$ cat src/sfp_ctrl_pkg.sv
// shared timing constants and link/host structs, imported by every sfp control module

package sfp_ctrl_pkg;

    // ------------------------------
    // counter widths
    // ------------------------------

    localparam int unsigned TIMER_W = 32;   // send counters and host timer

    // ------------------------------
    // channel 1 periodic scheduler
    // ------------------------------

    // pulse start count, board clock at 50 MHz
    localparam logic [TIMER_W-1:0] SEND_1_PERIOD_FULL = 32'h01312d00;

    // short period for simulation runs
    localparam logic [TIMER_W-1:0] SEND_1_PERIOD_FAST = 32'd255;

    // pulse stays high this many counts past the period
    localparam logic [TIMER_W-1:0] SEND_1_PULSE_LEN   = 32'd3;

    // counter wraps to zero this far past the period
    localparam logic [TIMER_W-1:0] SEND_1_RESTART_OFS = 32'd10;

    // ------------------------------
    // channel 2 host-timed scheduler
    // ------------------------------

    // extra counts on top of the host timer before the level drops
    localparam logic [TIMER_W-1:0] SEND_2_HOLD_OFS = 32'd3;

    // ------------------------------
    // health blink
    // ------------------------------

    localparam logic [TIMER_W-1:0] BLINK_HALF_FULL = 32'd25_000_000;  // 0.5 s at 50 MHz
    localparam logic [TIMER_W-1:0] BLINK_HALF_FAST = 32'd25;          // sim profile

    // ------------------------------
    // status and command bundles
    // ------------------------------

    // link state reported by the MAC and the receive transceiver
    typedef struct packed {
        logic mac_inited;        // MAC config done
        logic rx_ready;          // rx reset sequence finished
        logic rx_locked_to_ref;  // cdr locked to reference clock
    } link_status_t;

    // send control written by the host over PCIe
    typedef struct packed {
        logic               send_cmd;   // hold both channels in command mode
        logic [TIMER_W-1:0] ch2_timer;  // channel 2 on-time base
    } host_cmd_t;

endpackage

$ cat src/blink_divider.sv
// health blinker, toggles blink_led every half_period clocks to show the pll clock is alive

`timescale 1ns/1ps

module blink_divider #(
    parameter logic [sfp_ctrl_pkg::TIMER_W-1:0] half_period = sfp_ctrl_pkg::BLINK_HALF_FULL
) (
    input  logic clk_50_pll,
    input  logic main_reset,
    output logic blink_led
);

    import sfp_ctrl_pkg::*;

    logic [TIMER_W-1:0] div_cnt;

    // wrap at half_period - 1 so each level lasts exactly half_period cycles
    always_ff @(posedge clk_50_pll or posedge main_reset)
    begin
        if (main_reset)
        begin
            div_cnt   <= '0;
            blink_led <= 1'b0;
        end
        else
        begin
            if (div_cnt == half_period - 1'b1)
            begin
                div_cnt   <= '0;
                blink_led <= ~blink_led;   // flip the led
            end
            else
            begin
                div_cnt <= div_cnt + 1'b1;
            end
        end
    end

endmodule

$ cat src/periodic_send_channel.sv
// channel 1 scheduler, raises a three-cycle send pulse once per period while commanded

`timescale 1ns/1ps

module periodic_send_channel #(
    parameter logic [sfp_ctrl_pkg::TIMER_W-1:0] period = sfp_ctrl_pkg::SEND_1_PERIOD_FULL
) (
    input  logic clk_50_pll,
    input  logic main_reset,
    input  logic enable,      // link up, else freeze
    input  logic send_cmd,    // registered host command
    output logic cmd_send
);

    import sfp_ctrl_pkg::*;

    // ------------------------------
    // compare points
    // ------------------------------

    logic [TIMER_W-1:0] send_cnt;
    logic [TIMER_W-1:0] pulse_end;
    logic [TIMER_W-1:0] restart_at;

    assign pulse_end  = period + SEND_1_PULSE_LEN;     // drop the pulse here
    assign restart_at = period + SEND_1_RESTART_OFS;   // one full cycle is period + 11 clocks

    // ------------------------------
    // counter and pulse
    // ------------------------------

    always_ff @(posedge clk_50_pll or posedge main_reset)
    begin
        if (main_reset)
        begin
            send_cnt <= '0;
            cmd_send <= 1'b0;
        end
        else if (enable)
        begin
            if (send_cmd)
            begin
                send_cnt <= send_cnt + 1'b1;
                if (send_cnt == period)
                begin
                    cmd_send <= 1'b1;   // pulse starts next cycle
                end
                else if (send_cnt == pulse_end)
                begin
                    cmd_send <= 1'b0;
                end
                else if (send_cnt == restart_at)
                begin
                    send_cnt <= '0;     // overrides the increment
                end
            end
            else
            begin
                // counter keeps its value so a short command drop resumes the cycle
                cmd_send <= 1'b0;
            end
        end
    end

endmodule

$ cat src/host_send_channel.sv
// channel 2 scheduler, host-timed send level in command mode, else follows the rx data-saved flag

`timescale 1ns/1ps

module host_send_channel (
    input  logic                         clk_50_pll,
    input  logic                         main_reset,
    input  logic                         enable,      // link up, else freeze
    input  logic                         send_cmd,    // registered host command
    input  logic [sfp_ctrl_pkg::TIMER_W-1:0] ch2_timer,   // registered on-time base
    input  logic                         data_saved,  // rx channel 2 has a frame stored
    output logic                         cmd_send
);

    import sfp_ctrl_pkg::*;

    logic [TIMER_W-1:0] hold_cnt;
    logic [TIMER_W-1:0] hold_limit;
    logic               hold_done;

    // ------------------------------
    // on-time compare
    // ------------------------------

    assign hold_limit = ch2_timer + SEND_2_HOLD_OFS;

    // greater-or-equal so a timer lowered mid-burst still ends the high phase
    assign hold_done  = (hold_cnt >= hold_limit);

    // ------------------------------
    // send level
    // ------------------------------

    // high for ch2_timer + 4 clocks, then one low clock, repeat
    always_ff @(posedge clk_50_pll or posedge main_reset)
    begin
        if (main_reset)
        begin
            hold_cnt <= '0;
            cmd_send <= 1'b0;
        end
        else if (enable)
        begin
            if (send_cmd)
            begin
                if (cmd_send)
                begin
                    if (hold_done)
                    begin
                        cmd_send <= 1'b0;   // the single low gap
                        hold_cnt <= '0;
                    end
                    else
                    begin
                        hold_cnt <= hold_cnt + 1'b1;
                    end
                end
                else
                begin
                    cmd_send <= 1'b1;       // restart right after the gap
                end
            end
            else
            begin
                // no command, mirror the receiver one clock late
                hold_cnt <= '0;
                cmd_send <= data_saved;
            end
        end
    end

endmodule

$ cat src/send_control.sv
// send control, registers the host command, gates on link readiness and runs both schedulers

`timescale 1ns/1ps

module send_control #(
    parameter logic [sfp_ctrl_pkg::TIMER_W-1:0] send_1_period = sfp_ctrl_pkg::SEND_1_PERIOD_FULL
) (
    input  logic                       clk_50_pll,
    input  logic                       main_reset,
    input  sfp_ctrl_pkg::link_status_t link,
    input  sfp_ctrl_pkg::host_cmd_t    host,
    input  logic                       data_saved_2,
    output logic                       cmd_send_1,
    output logic                       cmd_send_2
);

    import sfp_ctrl_pkg::*;

    host_cmd_t host_q;   // host command one clock late
    logic      enable;

    // ------------------------------
    // host register
    // ------------------------------

    always_ff @(posedge clk_50_pll or posedge main_reset)
    begin
        if (main_reset)
        begin
            host_q <= '0;
        end
        else
        begin
            host_q <= host;
        end
    end

    // schedulers only run with mac configured and rx out of reset
    assign enable = link.mac_inited & link.rx_ready;

    // ------------------------------
    // channel schedulers
    // ------------------------------

    periodic_send_channel #(
        .period     (send_1_period)
    ) periodic_send_channel_i (
        .clk_50_pll (clk_50_pll),
        .main_reset (main_reset),
        .enable     (enable),
        .send_cmd   (host_q.send_cmd),
        .cmd_send   (cmd_send_1)
    );

    host_send_channel host_send_channel_i (
        .clk_50_pll (clk_50_pll),
        .main_reset (main_reset),
        .enable     (enable),
        .send_cmd   (host_q.send_cmd),
        .ch2_timer  (host_q.ch2_timer),
        .data_saved (data_saved_2),
        .cmd_send   (cmd_send_2)
    );

endmodule

$ cat src/sfp_ctrl_top.sv
// board top for sfp send scheduling, picks the timing profile and drives the status leds

`timescale 1ns/1ps

module sfp_ctrl_top #(
    parameter bit fast_timing = 1'b0   // 1 selects the short sim constants
) (
    input  logic                       clk_50_pll,
    input  logic                       main_reset,
    input  sfp_ctrl_pkg::link_status_t link,
    input  sfp_ctrl_pkg::host_cmd_t    host,
    input  logic                       data_saved_2,

    output logic                       cmd_send_1,
    output logic                       cmd_send_2,

    output logic                       sfp_txflt_led,
    output logic                       sfp_rlos_led,
    output logic                       sfp_prsn_led,
    output logic                       blink_led
);

    import sfp_ctrl_pkg::*;

    // ------------------------------
    // health blink
    // ------------------------------

    blink_divider #(
        .half_period (fast_timing ? BLINK_HALF_FAST : BLINK_HALF_FULL)
    ) blink_divider_i (
        .clk_50_pll  (clk_50_pll),
        .main_reset  (main_reset),
        .blink_led   (blink_led)
    );

    // ------------------------------
    // send scheduling
    // ------------------------------

    send_control #(
        .send_1_period (fast_timing ? SEND_1_PERIOD_FAST : SEND_1_PERIOD_FULL)
    ) send_control_i (
        .clk_50_pll    (clk_50_pll),
        .main_reset    (main_reset),
        .link          (link),
        .host          (host),
        .data_saved_2  (data_saved_2),
        .cmd_send_1    (cmd_send_1),
        .cmd_send_2    (cmd_send_2)
    );

    // ------------------------------
    // status leds
    // ------------------------------

    // straight from the link flags, no registering
    assign sfp_txflt_led = link.mac_inited;
    assign sfp_rlos_led  = link.rx_ready;
    assign sfp_prsn_led  = link.rx_locked_to_ref;   // cdr lock to ref

endmodule

$ cat config.mk
export PLATFORM = sky130hd
export DESIGN_NAME = sfp_ctrl_top
export DESIGN_NICKNAME = d
export VERILOG_FILES = /design/src/sfp_ctrl_pkg.sv /design/src/blink_divider.sv /design/src/periodic_send_channel.sv /design/src/host_send_channel.sv /design/src/send_control.sv /design/src/sfp_ctrl_top.sv
export SDC_FILE = /design/constraint.sdc
export NUM_CORES = 1
export LEC_CHECK = 0
export CAP_MARGIN = 20
export CELL_PAD_IN_SITES_DETAIL_PLACEMENT = 0
export CELL_PAD_IN_SITES_GLOBAL_PLACEMENT = 1
export CORE_MARGIN = 3
export CORE_UTILIZATION = 50
export CTS_CLUSTER_DIAMETER = 200
export DETAILED_ROUTE_END_ITERATION = 10
export DONT_BUFFER_PORTS = 1
export PLACE_DENSITY_LB_ADDON = 0.1
export SETUP_SLACK_MARGIN = 0.02
export SYNTH_ARGS = -nofsm -noshare
export SYNTH_HDL_FRONTEND = slang
export SYNTH_SLANG_ARGS = --single-unit
$ cat constraint.sdc
create_clock -name clk_50_pll -period 11.92 [get_ports clk_50_pll]
set_input_delay 2.384 -clock clk_50_pll [delete_from_list [all_inputs] [get_ports clk_50_pll]]
set_output_delay 2.384 -clock clk_50_pll [all_outputs]
set_load 0.01 [all_outputs]
==> results.txt, run 1 <==
----------------------------------------------------
[Timing]
  Peak clock frequency supported by timing ... 0.194 GHz
  Worst slack on hold paths ... 0.474 ns
  Unrepaired setup endpoints after global routing ... no
  Actual slew at the worst max-slew pin ... between 0.9 and 1 ns
  Number of endpoints with negative hold slack in the final report ... 0
  Number of max-slew violations in the final report ... 0
  Final setup violating endpoints ... 0
  Relative max-transition margin ... 33.6%
  Minimum clock period after layout ... ~5.2 ns
  Final TNS setup ... 0 ns
  Final cycle utilization of the critical path ... between 40% and 50%
  Maximum clock skew at final layout ... 0.0125 ns
  Post-route setup slack ... 6.75 ns

[Logic synthesis]
  Syn avg cell area ... slightly below 10 sq um
  Yosys synthesis warning count ... 0
  Post-synthesis sequential area ratio ... 46.6%
  Async set-reset flop share out of synthesis ... 100%
  Complex-gate fraction of the synthesized area ... a little under a tenth
  Gate count of the mapped netlist ... roughly 740
  Xor and xnor fraction of the mapped netlist area ... between 10% and 20%
  Top_reg_cell synth ... sky130_fd_sc_hd__dfrtp_1
  Mapped Nets ... just over 800
  Post-synthesis simple-gate area fraction ... between 20% and 30%
  Mapped Area ... approximately 7000 sq um
  Proportion of synthesized area in mux cells ... less than 1%
  Netlist cell types ... 50
  Dominant combinational cell family by area after synthesis ... simple AND/OR/NAND/NOR gates
  #FFs+latches synth ... 132
  Synth Area in Adders ... 6.70%
  EDFF count, synth ... 0

[Worst hold path]
  HP Class ... flip-flop to flip-flop

[Critical path]
  Cells along the critical path ... inv_1 > ha_1 > nor2_1 > nand4_1 > nor2_1 > nand4_1 > xor2_1 > ha_1 > a21oi_1 > nand2_1 > a211oi_1 > and3_1 > nand3_1 > o311ai_0
  Maximum net fanout on the critical path ... 22
  Crit path kind ... flip-flop to flip-flop
  Slowest stage delay, CP ... approximately 0.78 ns
  Cell type group with the largest total delay on the critical path ... simple AND/OR/NAND/NOR gates
  Endpoint required time on the critical path ... approximately 12 ns
  Nature of the critical path endpoint ... flip-flop
  Number of buffers and inverters on the critical path ... 1
  Crit path max-delay cell type ... sky130_fd_sc_hd__nand3_1
  Type of element launching the critical path ... flip-flop
  Worst Path Arrival ... 5.45 ns

[Place]
  Post-placement worst setup slack ... about 6.8 ns
  Input/output buffers ... 0
  HPWL after DPL ... 10800 microns
  Final weighted congestion in routability-driven placement ... between 0.8 and 0.9

[Status]
  Outcome ... finished, final reports clean

[GRT]
  Routing usage on met3 ... 4.22%
  Global-route track usage on met1 ... around 28%
  Busiest layer in global routing ... met2
  Pin count of the biggest net entering global routing ... 72
  Via count of the first global-routing pass ... between 5000 and 6000
  Fraction of met2 tracks used by global routing ... roughly 33%
  GR Overflow Total ... 0
  Global router's overall resource usage ... between 20 and 25%
  Initial antenna violation count ... 0
  First-pass GRT wire length ... ~26000 microns

[Layout]
  Area growth from synthesis to layout ... 10.9%
  Post-layout nets ... slightly above 800
  Sequential cell area ... approximately 3300 sq um
  Most frequent standard cell in the layout excluding fill and tap cells ... sky130_fd_sc_hd__dfrtp_1
  Most frequent cells in the layout ... sky130_fd_sc_hd__dfrtp_1 (132), sky130_fd_sc_hd__nand2_1 (80), sky130_fd_sc_hd__nor2_1 (70)
  Proportion of layout cells with a drive suffix above 1 ... ~5.7%
  Antenna diode count ... 0
  Fill cell instance count of the final layout ... ~1200
  Area of the multi-input gates ... 3610 sq um
  Finished Core Util ... about 58%

[Clock network]
  Number of buffers created by CTS ... 17
  Buffers inserted during post-CTS setup optimization ... 0
  Clock slew seen by the registers of the worst setup and hold paths ... 0.06 ns
  Number of sinks on the clock net ... around 130
  Deepest level of the CTS H-tree ... 4
  CTS Hold Bufs ... 0
  Clock tree from TritonCTS ... built
  Buffers from clock root to sink, at most ... 2
  Clock Latency Late Sink ... ~0.43 ns
  Resized cells post-CTS ... 0
  Buffer cell driving the clock tree root ... sky130_fd_sc_hd__clkbuf_16

[Job]
  Max-cap violations ... 0

[Detailed routing]
  DRC Markers ... 0
  Post-route antenna net violation count ... 0
  1st-iter DRT viols ... about 370
  Wire length reported by the detailed router ... between 15000 and 20000 microns
  First drt pass iteration count ... 5
  Overall via count from detail_route ... around 5400
  Via-to-Cell Ratio ... 5.85
  WL/cell ... ~17 microns

[Power and ir drop]
  Leakage power ... 3.32 nW
  P per Cell Area ... roughly 140 nW/um^2
  Power Total ... ~1.1 mW
  Worst vdd ir ... about 0.1 mV

[Floorplan]
  I/O pin total ... 45
  Starting density of the core ... 52.3%
  Die H ... approximately 130 microns
  Core Rows ... 42
  Total die area ... between 15000 and 20000 sq um
  Die Wd ... between 100 and 150 microns
  Core region area ... between 10000 and 15000 sq um

----------------------------------------------------
[synth_stat cells (2+ instances only)]
cell / instances / area, sq um
sky130_fd_sc_hd__nor4b_1: 6 / 52.6
sky130_fd_sc_hd__dfrtp_1: 132 / 3300
sky130_fd_sc_hd__o31a_1: 3 / 26.3
sky130_fd_sc_hd__o21ai_0: 19 / 95.1
sky130_fd_sc_hd__xnor2_1: 41 / 359
sky130_fd_sc_hd__nor3_1: 13 / 65.1
sky130_fd_sc_hd__o311ai_0: 4 / 35.0
sky130_fd_sc_hd__nor4_1: 11 / 68.8
sky130_fd_sc_hd__xor2_1: 46 / 403
sky130_fd_sc_hd__o2bb2ai_1: 4 / 35.0
sky130_fd_sc_hd__nand4_1: 41 / 257
sky130_fd_sc_hd__buf_1: 2 / 7.51
sky130_fd_sc_hd__inv_1: 27 / 101
sky130_fd_sc_hd__nand3_1: 51 / 255
sky130_fd_sc_hd__nand2_1: 80 / 300
sky130_fd_sc_hd__a32oi_1: 3 / 26.3
sky130_fd_sc_hd__o21a_1: 4 / 30.0
sky130_fd_sc_hd__nand2b_1: 7 / 43.8
sky130_fd_sc_hd__and3_1: 19 / 119
sky130_fd_sc_hd__nor2b_1: 3 / 18.8
sky130_fd_sc_hd__and2_1: 5 / 31.3
sky130_fd_sc_hd__or3_1: 9 / 56.3
sky130_fd_sc_hd__a41oi_1: 2 / 17.5
sky130_fd_sc_hd__or4_4: 2 / 22.5
sky130_fd_sc_hd__o211ai_1: 2 / 15.0
sky130_fd_sc_hd__o22ai_1: 12 / 75.1
sky130_fd_sc_hd__clkbuf_1: 13 / 48.8
sky130_fd_sc_hd__mux2i_1: 6 / 60.1
sky130_fd_sc_hd__buf_4: 3 / 22.5
sky130_fd_sc_hd__a21oi_1: 17 / 85.1
sky130_fd_sc_hd__ha_1: 38 / 475
sky130_fd_sc_hd__a31oi_1: 9 / 56.3
sky130_fd_sc_hd__o31ai_1: 9 / 67.6
sky130_fd_sc_hd__nor2_1: 70 / 263
sky130_fd_sc_hd__and4_1: 7 / 61.3
[through the flow]
step                      std cells  area [sq um]
after floorplan                 735          7090
after global placement          897          7280
after detailed placement        897          7280
after CTS                       929          7870
after global routing            929          7870
final                           929          7870
[routing by layer]
layer / wire [microns] / part of all wire, %
met5: 0 / 0
met4: 297 / 1.9
met3: 532 / 3.4
met2: 7530 / 49
met1: 7160 / 46
[cells by family after synthesis]
family / count (synthesis)
xor+xnor: 87
mux: 6
simple gates: 329
flops: 132
fa+ha+maj: 38
buf+inv: 46
compound gates: 97
[state kept, by name (all words and copies together), names as in the netlist]
register and flops:
send_control_i.periodic_send_channel_i.cmd_send 1, blink_divider_i.blink_led 1, blink_divider_i.div_cnt 32, send_control_i.host_send_channel_i.hold_cnt 32, send_control_i.host_q 33, send_control_i.periodic_send_channel_i.send_cnt 32, send_control_i.host_send_channel_i.cmd_send 1
[power by group]
| part | total (mW) | internal, mW | switching (mW) |
|---|---|---|---|
| clock network | 0.523 | 0.319 | 0.203 |
| registers | 0.512 | 0.473 | 0.0383 |
| logic | 0.0996 | 0.0398 | 0.0598 |
| total | 1.13 | 0.833 | 0.301 |
[area by class of cell]
class,count,area share (%)
well taps,176,2.80
clock inverters,11,1.61
flip-flops and latches,132,42.0
clock buffers,21,5.85
multi-input cells,557,46.0
inverters,27,1.32
repair buffers,5,0.477
[path summary, 6_finish.rpt]
path                                                    start                                                     endpoint  slack (ns)  cells after the start
setup / recovery           send_control_i.host_q[0]$_DFF_PP0_  send_control_i.host_send_channel_i.hold_cnt[25]$_DFFE_PP0P_        6.75                     14
hold / removal                                      flip-flop                                                    flip-flop        0.47                      1
setup reg to reg           send_control_i.host_q[0]$_DFF_PP0_  send_control_i.host_send_channel_i.hold_cnt[25]$_DFFE_PP0P_        6.75                     14
hold reg to reg                                     flip-flop                                                    flip-flop        0.47                      1
max in group asynchronous                          main_reset   send_control_i.host_send_channel_i.hold_cnt[2]$_DFFE_PP0P_        8.54                      2
min in group asynchronous                          main_reset                          send_control_i.host_q[18]$_DFF_PP0_        1.98                      1
Power figures use the tool's default switching activity.
==> inputs of run 2 (changes only) <==
==> constraint.sdc (replaced) <==
create_clock -name clk_50_pll -period 5.1 [get_ports clk_50_pll]
set_input_delay 1.02 -clock clk_50_pll [delete_from_list [all_inputs] [get_ports clk_50_pll]]
set_output_delay 1.02 -clock clk_50_pll [all_outputs]
set_load 0.01 [all_outputs]
==> results.txt, run 2 (same netlist as run 1, synthesis figures left out) <==
----------------------------------------------------
[Layout]
  Most frequent standard cell in the layout excluding fill and tap cells ... sky130_fd_sc_hd__dfrtp_1
  Antenna diode count ... 0
  Flip-flop count of the largest register, all copies and words added ... 33
  Sequential cell area ... 3300 sq um
  Area growth from synthesis to layout ... 11.9%
  Post-layout nets ... approximately 820
  Area of the multi-input gates ... approximately 3600 sq um
  Proportion of layout cells with a drive suffix above 1 ... between 6 and 7%
  Register with the most flip-flops ... send_control_i.host_q
  Fill cell instance count of the final layout ... about 1200
  Final std cell area, no fill ... 7940 sq um
  Most frequent cells in the layout ... sky130_fd_sc_hd__dfrtp_1 (132), sky130_fd_sc_hd__nand2_1 (80), sky130_fd_sc_hd__nor2_1 (70)

[Worst hold path]
  Worst hold path stage count ... 1
  HP Class ... flip-flop to flip-flop

[Critical path]
  Crit path kind ... flip-flop to flip-flop
  Endpoint required time on the critical path ... 5.38 ns
  R2r worst-path depth ... 15
  Type of element launching the critical path ... flip-flop
  Worst Path Arrival ... around 4.7 ns
  Nature of the critical path endpoint ... flip-flop
  Maximum net fanout on the critical path ... 18

[Clock network]
  Clock slew seen by the registers of the worst setup and hold paths ... ~0.06 ns
  CTS Hold Bufs ... 0
  Buffers from clock root to sink, at most ... 2
  Buffer cell driving the clock tree root ... sky130_fd_sc_hd__clkbuf_16
  Resized cells post-CTS ... 0
  Deepest level of the CTS H-tree ... 4
  Number of sinks on the clock net ... about 130
  Number of buffers created by CTS ... 17
  Clock tree from TritonCTS ... built
  Clock Latency Late Sink ... around 0.42 ns
  Buffers inserted during post-CTS setup optimization ... 0

[Job]
  Max-cap violations ... 0

[Timing]
  Final TNS setup ... 0 ns
  Maximum clock skew at final layout ... 0.00494 ns
  Number of max-slew violations in the final report ... 0
  Peak clock frequency supported by timing ... approximately 0.23 GHz
  Minimum clock period after layout ... between 4 and 5 ns
  Unrepaired setup endpoints after global routing ... no
  Actual slew at the worst max-slew pin ... 0.861 ns
  Final setup violating endpoints ... 0
  Final cycle utilization of the critical path ... between 80% and 90%
  Relative max-transition margin ... about two fifths
  Number of endpoints with negative hold slack in the final report ... 0
  Post-route setup slack ... 0.682 ns

[Place]
  Post-placement worst setup slack ... approximately 0.69 ns
  HPWL after DPL ... about 11000 microns
  Final weighted congestion in routability-driven placement ... roughly 0.80
  Placed Instance Area ... 7320 sq um
  Input/output buffers ... 0

[Floorplan]
  Die H ... around 130 microns
  Starting density of the core ... a little over half
  Die Wd ... around 130 microns
  Core region area ... about 14000 sq um
  I/O pin total ... 45
  Total die area ... between 15000 and 20000 sq um
  Core Rows ... 42

[Detailed routing]
  Via-to-Cell Ratio ... 5.74
  1st-iter DRT viols ... ~500
  WL/cell ... about 16 microns
  First drt pass iteration count ... 5
  Overall via count from detail_route ... around 5400
  Wire length reported by the detailed router ... approximately 15000 microns
  DRC Markers ... 0
  Post-route antenna net violation count ... 0

[Power and ir drop]
  Worst vdd ir ... 0.247 mV
  P per Cell Area ... around 340 nW/um^2
  Leakage power ... approximately 3.4 nW

[GRT]
  Pin count of the biggest net entering global routing ... 54
  Initial antenna violation count ... 0
  GR Overflow Total ... 0
  First-pass GRT wire length ... ~26000 microns
  Via count of the first global-routing pass ... roughly 5300
  Global router's overall resource usage ... about 20%

[Status]
  Outcome ... finished, final reports clean

----------------------------------------------------
## run 2: per-layer routing
layer  track usage [%]  up-vias  part of all wire, %  wire length (microns)
li1                  -     2671                    -                      -
met1              27.9     2612                   47                   7210
met2              32.8       72                   49                   7430
met3              4.69       15                  2.9                    436
met4              5.61        0                  1.1                    161
met5                 0        -                    0                      0
## run 2: critical path: stages (launching register included)
cell                       delay, ns
sky130_fd_sc_hd__dfrtp_1        0.38
sky130_fd_sc_hd__inv_1          0.08
sky130_fd_sc_hd__ha_1           0.24
sky130_fd_sc_hd__nor2_1         0.12
sky130_fd_sc_hd__buf_4          0.16
sky130_fd_sc_hd__nand4_1        0.28
sky130_fd_sc_hd__nor2_1         0.37
sky130_fd_sc_hd__nand4_1        0.15
sky130_fd_sc_hd__xor2_1         0.16
sky130_fd_sc_hd__ha_1           0.31
sky130_fd_sc_hd__nand4_1        0.13
sky130_fd_sc_hd__nor4_1         0.40
sky130_fd_sc_hd__nor4b_1        0.45
sky130_fd_sc_hd__a22oi_2        0.36
sky130_fd_sc_hd__nand2_1        0.50
sky130_fd_sc_hd__o211ai_1       0.17
## run 2: final timing paths
check / from / endpoint / slack [ns]
min reg2reg: flip-flop / flip-flop / 0.47
max reg2reg: send_control_i.host_q[0]$_DFF_PP0_ / send_control_i.host_send_channel_i.hold_cnt[9]$_DFFE_PP0P_ / 0.68
max: send_control_i.host_q[0]$_DFF_PP0_ / send_control_i.host_send_channel_i.hold_cnt[9]$_DFFE_PP0P_ / 0.68
min: flip-flop / flip-flop / 0.47
max in group asynchronous: main_reset / send_control_i.host_send_channel_i.hold_cnt[29]$_DFFE_PP0P_ / 3.53
min in group asynchronous: main_reset / asynchronous set/reset pin / 0.50
## run 2: cell type report
cell class / count / area share, %
flip-flops and latches: 132 / 41.6
multi-input cells: 557 / 45.6
repair buffers: 11 / 1.04
inverters: 27 / 1.31
well taps: 176 / 2.78
clock buffers: 20 / 5.76
clock inverters: 12 / 1.94
## run 2: power by group
group	leakage, nW	total, mW	internal, mW	switching (mW)
clock network	0.292	1.27	0.794	0.473
registers	1.71	1.20	1.11	0.0908
logic	1.36	0.233	0.0953	0.137
total	3.36	2.70	2.00	0.701
## run 2: stage by stage
stage	hold WS, ns	cells	util, %	total power, mW
after floorplan	0.443	735	-	1.38
after global placement	0.460	903	54.0	1.44
after detailed placement	0.464	903	54.0	1.45
after CTS	0.477	935	58.5	2.71
after global routing	0.500	935	58.5	2.82
final	0.470	935	58.5	2.70
==> inputs of run 3 (changes only) <==
--- a/config.mk
+++ b/config.mk
@@ -14,6 +14,7 @@
 export DETAILED_ROUTE_END_ITERATION = 10
 export DONT_BUFFER_PORTS = 1
 export PLACE_DENSITY_LB_ADDON = 0.1
+export REMOVE_ABC_BUFFERS = 1
 export SETUP_SLACK_MARGIN = 0.02
 export SYNTH_ARGS = -nofsm -noshare
 export SYNTH_HDL_FRONTEND = slang
==> constraint.sdc (replaced) <==
create_clock -name clk_50_pll -period 4.3 [get_ports clk_50_pll]
set_input_delay 0.86 -clock clk_50_pll [delete_from_list [all_inputs] [get_ports clk_50_pll]]
set_output_delay 0.86 -clock clk_50_pll [all_outputs]
set_load 0.01 [all_outputs]
==> results.txt, run 3 (same netlist as run 1, synthesis figures left out) <==
----------------------------------------------------
[Status]
  Outcome ... finished, final reports clean

[GRT]
  GR Overflow Total ... 0
  Pin count of the biggest net entering global routing ... a little over 80
  Via count of the first global-routing pass ... between 5000 and 6000
  Initial antenna violation count ... 1
  Global router's overall resource usage ... about a fifth
  First-pass GRT wire length ... approximately 26000 microns

[Timing]
  Final cycle utilization of the critical path ... 89.0%
  Maximum clock skew at final layout ... approximately 0.0067 ns
  Peak clock frequency supported by timing ... between 0.2 and 0.3 GHz
  Minimum clock period after layout ... between 3 and 4 ns
  Final TNS setup ... 0 ns
  Actual slew at the worst max-slew pin ... 0.812 ns
  Number of max-slew violations in the final report ... 0
  Unrepaired setup endpoints after global routing ... no
  Number of endpoints with negative hold slack in the final report ... 0
  Worst slack on hold paths ... about 0.21 ns
  Relative max-transition margin ... a little under half
  Post-route setup slack ... approximately 0.47 ns
  Final setup violating endpoints ... 0

[Critical path]
  Endpoint required time on the critical path ... between 4 and 5 ns
  Type of element launching the critical path ... flip-flop
  Crit Reg-Reg Startpoint ... send_control_i.host_q[9]$_DFF_PP0_
  Worst Path Arrival ... ~4 ns
  Cells along the critical path ... and4_1 > and4_1 > nand4_1 > nor2_1 > nand3_1 > xor2_1 > ha_1 > nand4_1 > nor4_2 > nor4b_2 > a22oi_2 > nand3_1 > buf_4 > o311ai_0
  End of the critical path ... send_control_i.host_send_channel_i.hold_cnt[15]$_DFFE_PP0P_
  Nature of the critical path endpoint ... flip-flop
  Cell type group with the largest total delay on the critical path ... simple AND/OR/NAND/NOR gates
  Critical path depth ... 14
  Number of buffers and inverters on the critical path ... 1
  Launch point of the worst path ... send_control_i.host_q[9]$_DFF_PP0_
  Minimum setup slack among reg-to-reg paths ... around 0.47 ns
  Slowest stage delay, CP ... around 0.40 ns
  Endpoint of the worst register-to-register path ... send_control_i.host_send_channel_i.hold_cnt[15]$_DFFE_PP0P_
  R2r worst-path depth ... 14
  Crit path kind ... flip-flop to flip-flop
  Maximum net fanout on the critical path ... 22
  Crit path max-delay cell type ... sky130_fd_sc_hd__dfrtp_1

[Detailed routing]
  Wire length reported by the detailed router ... 15400 microns
  1st-iter DRT viols ... between 400 and 500
  Overall via count from detail_route ... between 5000 and 6000
  WL/cell ... between 15 and 20 microns
  DRC Markers ... 0
  First drt pass iteration count ... 5
  Via-to-Cell Ratio ... 5.78
  Post-route antenna net violation count ... 0

[Floorplan]
  Die H ... 125 microns
  Starting density of the core ... around 52%
  Die Wd ... approximately 130 microns
  Core Rows ... between 40 and 50
  I/O pin total ... 45
  Core region area ... about 14000 sq um
  Total die area ... around 16000 sq um

[Layout]
  Flip-flop count of the largest register, all copies and words added ... 33
  Final std cell area, no fill ... roughly 7900 sq um
  Post-layout nets ... approximately 830
  Antenna diode count ... 0
  Most frequent cells in the layout ... sky130_fd_sc_hd__dfrtp_1 (132), sky130_fd_sc_hd__nand2_1 (80), sky130_fd_sc_hd__nor2_1 (69)
  Area growth from synthesis to layout ... 11.8%
  Most frequent standard cell in the layout excluding fill and tap cells ... sky130_fd_sc_hd__dfrtp_1
  Register with the most flip-flops ... send_control_i.host_q
  Proportion of layout cells with a drive suffix above 1 ... 7.23%
  Finished Core Util ... between 50% and 60%
  Final standard cell count with taps included and fillers excluded ... about 940

[Clock network]
  Clock slew seen by the registers of the worst setup and hold paths ... approximately 0.060 ns
  Number of buffers created by CTS ... 17
  Clock Latency Late Sink ... 0.41 ns
  Buffers inserted during post-CTS setup optimization ... 0
  Number of sinks on the clock net ... about 130
  Buffer cell driving the clock tree root ... sky130_fd_sc_hd__clkbuf_16
  CTS Hold Bufs ... 0
  Clock tree from TritonCTS ... built
  Deepest level of the CTS H-tree ... 4
  Buffers from clock root to sink, at most ... 2

[Place]
  Input/output buffers ... 0
  HPWL after DPL ... approximately 11000 microns
  Post-placement worst setup slack ... 0.264 ns
  Number of placed cells counting well taps ... between 900 and 1000
  Placed Instance Area ... 7340 sq um
  Final weighted congestion in routability-driven placement ... approximately 0.84

[Power and ir drop]
  Power Total ... 3.01 mW
  Leakage power ... 3.35 nW
  P per Cell Area ... about 380 nW/um^2
  Worst vdd ir ... around 0.27 mV

[Worst hold path]
  HP Class ... input port to asynchronous set/reset pin

[Job]
  Max-cap violations ... 0

----------------------------------------------------
## run 3: area by class of cell
cell class              count  area, sq um
multi-input cells         557         3630
fillers                  1171         5630
flip-flops and latches    132         3300
inverters                  27          104
clock buffers              19          443
clock inverters            13          100
repair buffers             13          130
well taps                 176          220
## run 3: how the worst min path moves through the flow
| stage | slack, ns | start | cells past startpoint | endpoint |
|---|---|---|---|---|
| 6_report | 0.21 | main_reset | 1 | blink_divider_i.div_cnt[0]$_DFF_PP0_ |
| 5_1_grt | 0.19 | main_reset | 1 | blink_divider_i.div_cnt[0]$_DFF_PP0_ |
| 3_5_place_dp | 0.47 | blink_divider_i.div_cnt[31]$_DFF_PP0_ | 1 | blink_divider_i.div_cnt[31]$_DFF_PP0_ |
| 4_1_cts | 0.45 | host[13] | 0 | send_control_i.host_q[13]$_DFF_PP0_ |
| 2_1_floorplan | 0.44 | flip-flop | 1 | flip-flop |
| 3_3_place_gp | 0.46 | blink_divider_i.div_cnt[0]$_DFF_PP0_ | 1 | blink_divider_i.div_cnt[0]$_DFF_PP0_ |
## run 3: per-layer routing
metal  vias up  track usage [%]  part of all wire, %
li1       2657                -                    -
met1      2663             26.6                   45
met3        17             3.75                  2.5
met2        79             34.8                   52
met5         -                0                0.084
met4         2             6.51                  1.1
## run 3: power breakdown
group	internal, mW	switching, mW	leakage (nW)
clock	0.758	0.553	0.258
combinational	0.118	0.165	1.38
sequential	1.31	0.109	1.71
total	2.19	0.826	3.35
## run 3: repair_timing
action	4_1_cts	5_1_grt
setup endpoints to repair	0	30
endpoints found under the hold margin	0	0
resized for setup	0	3
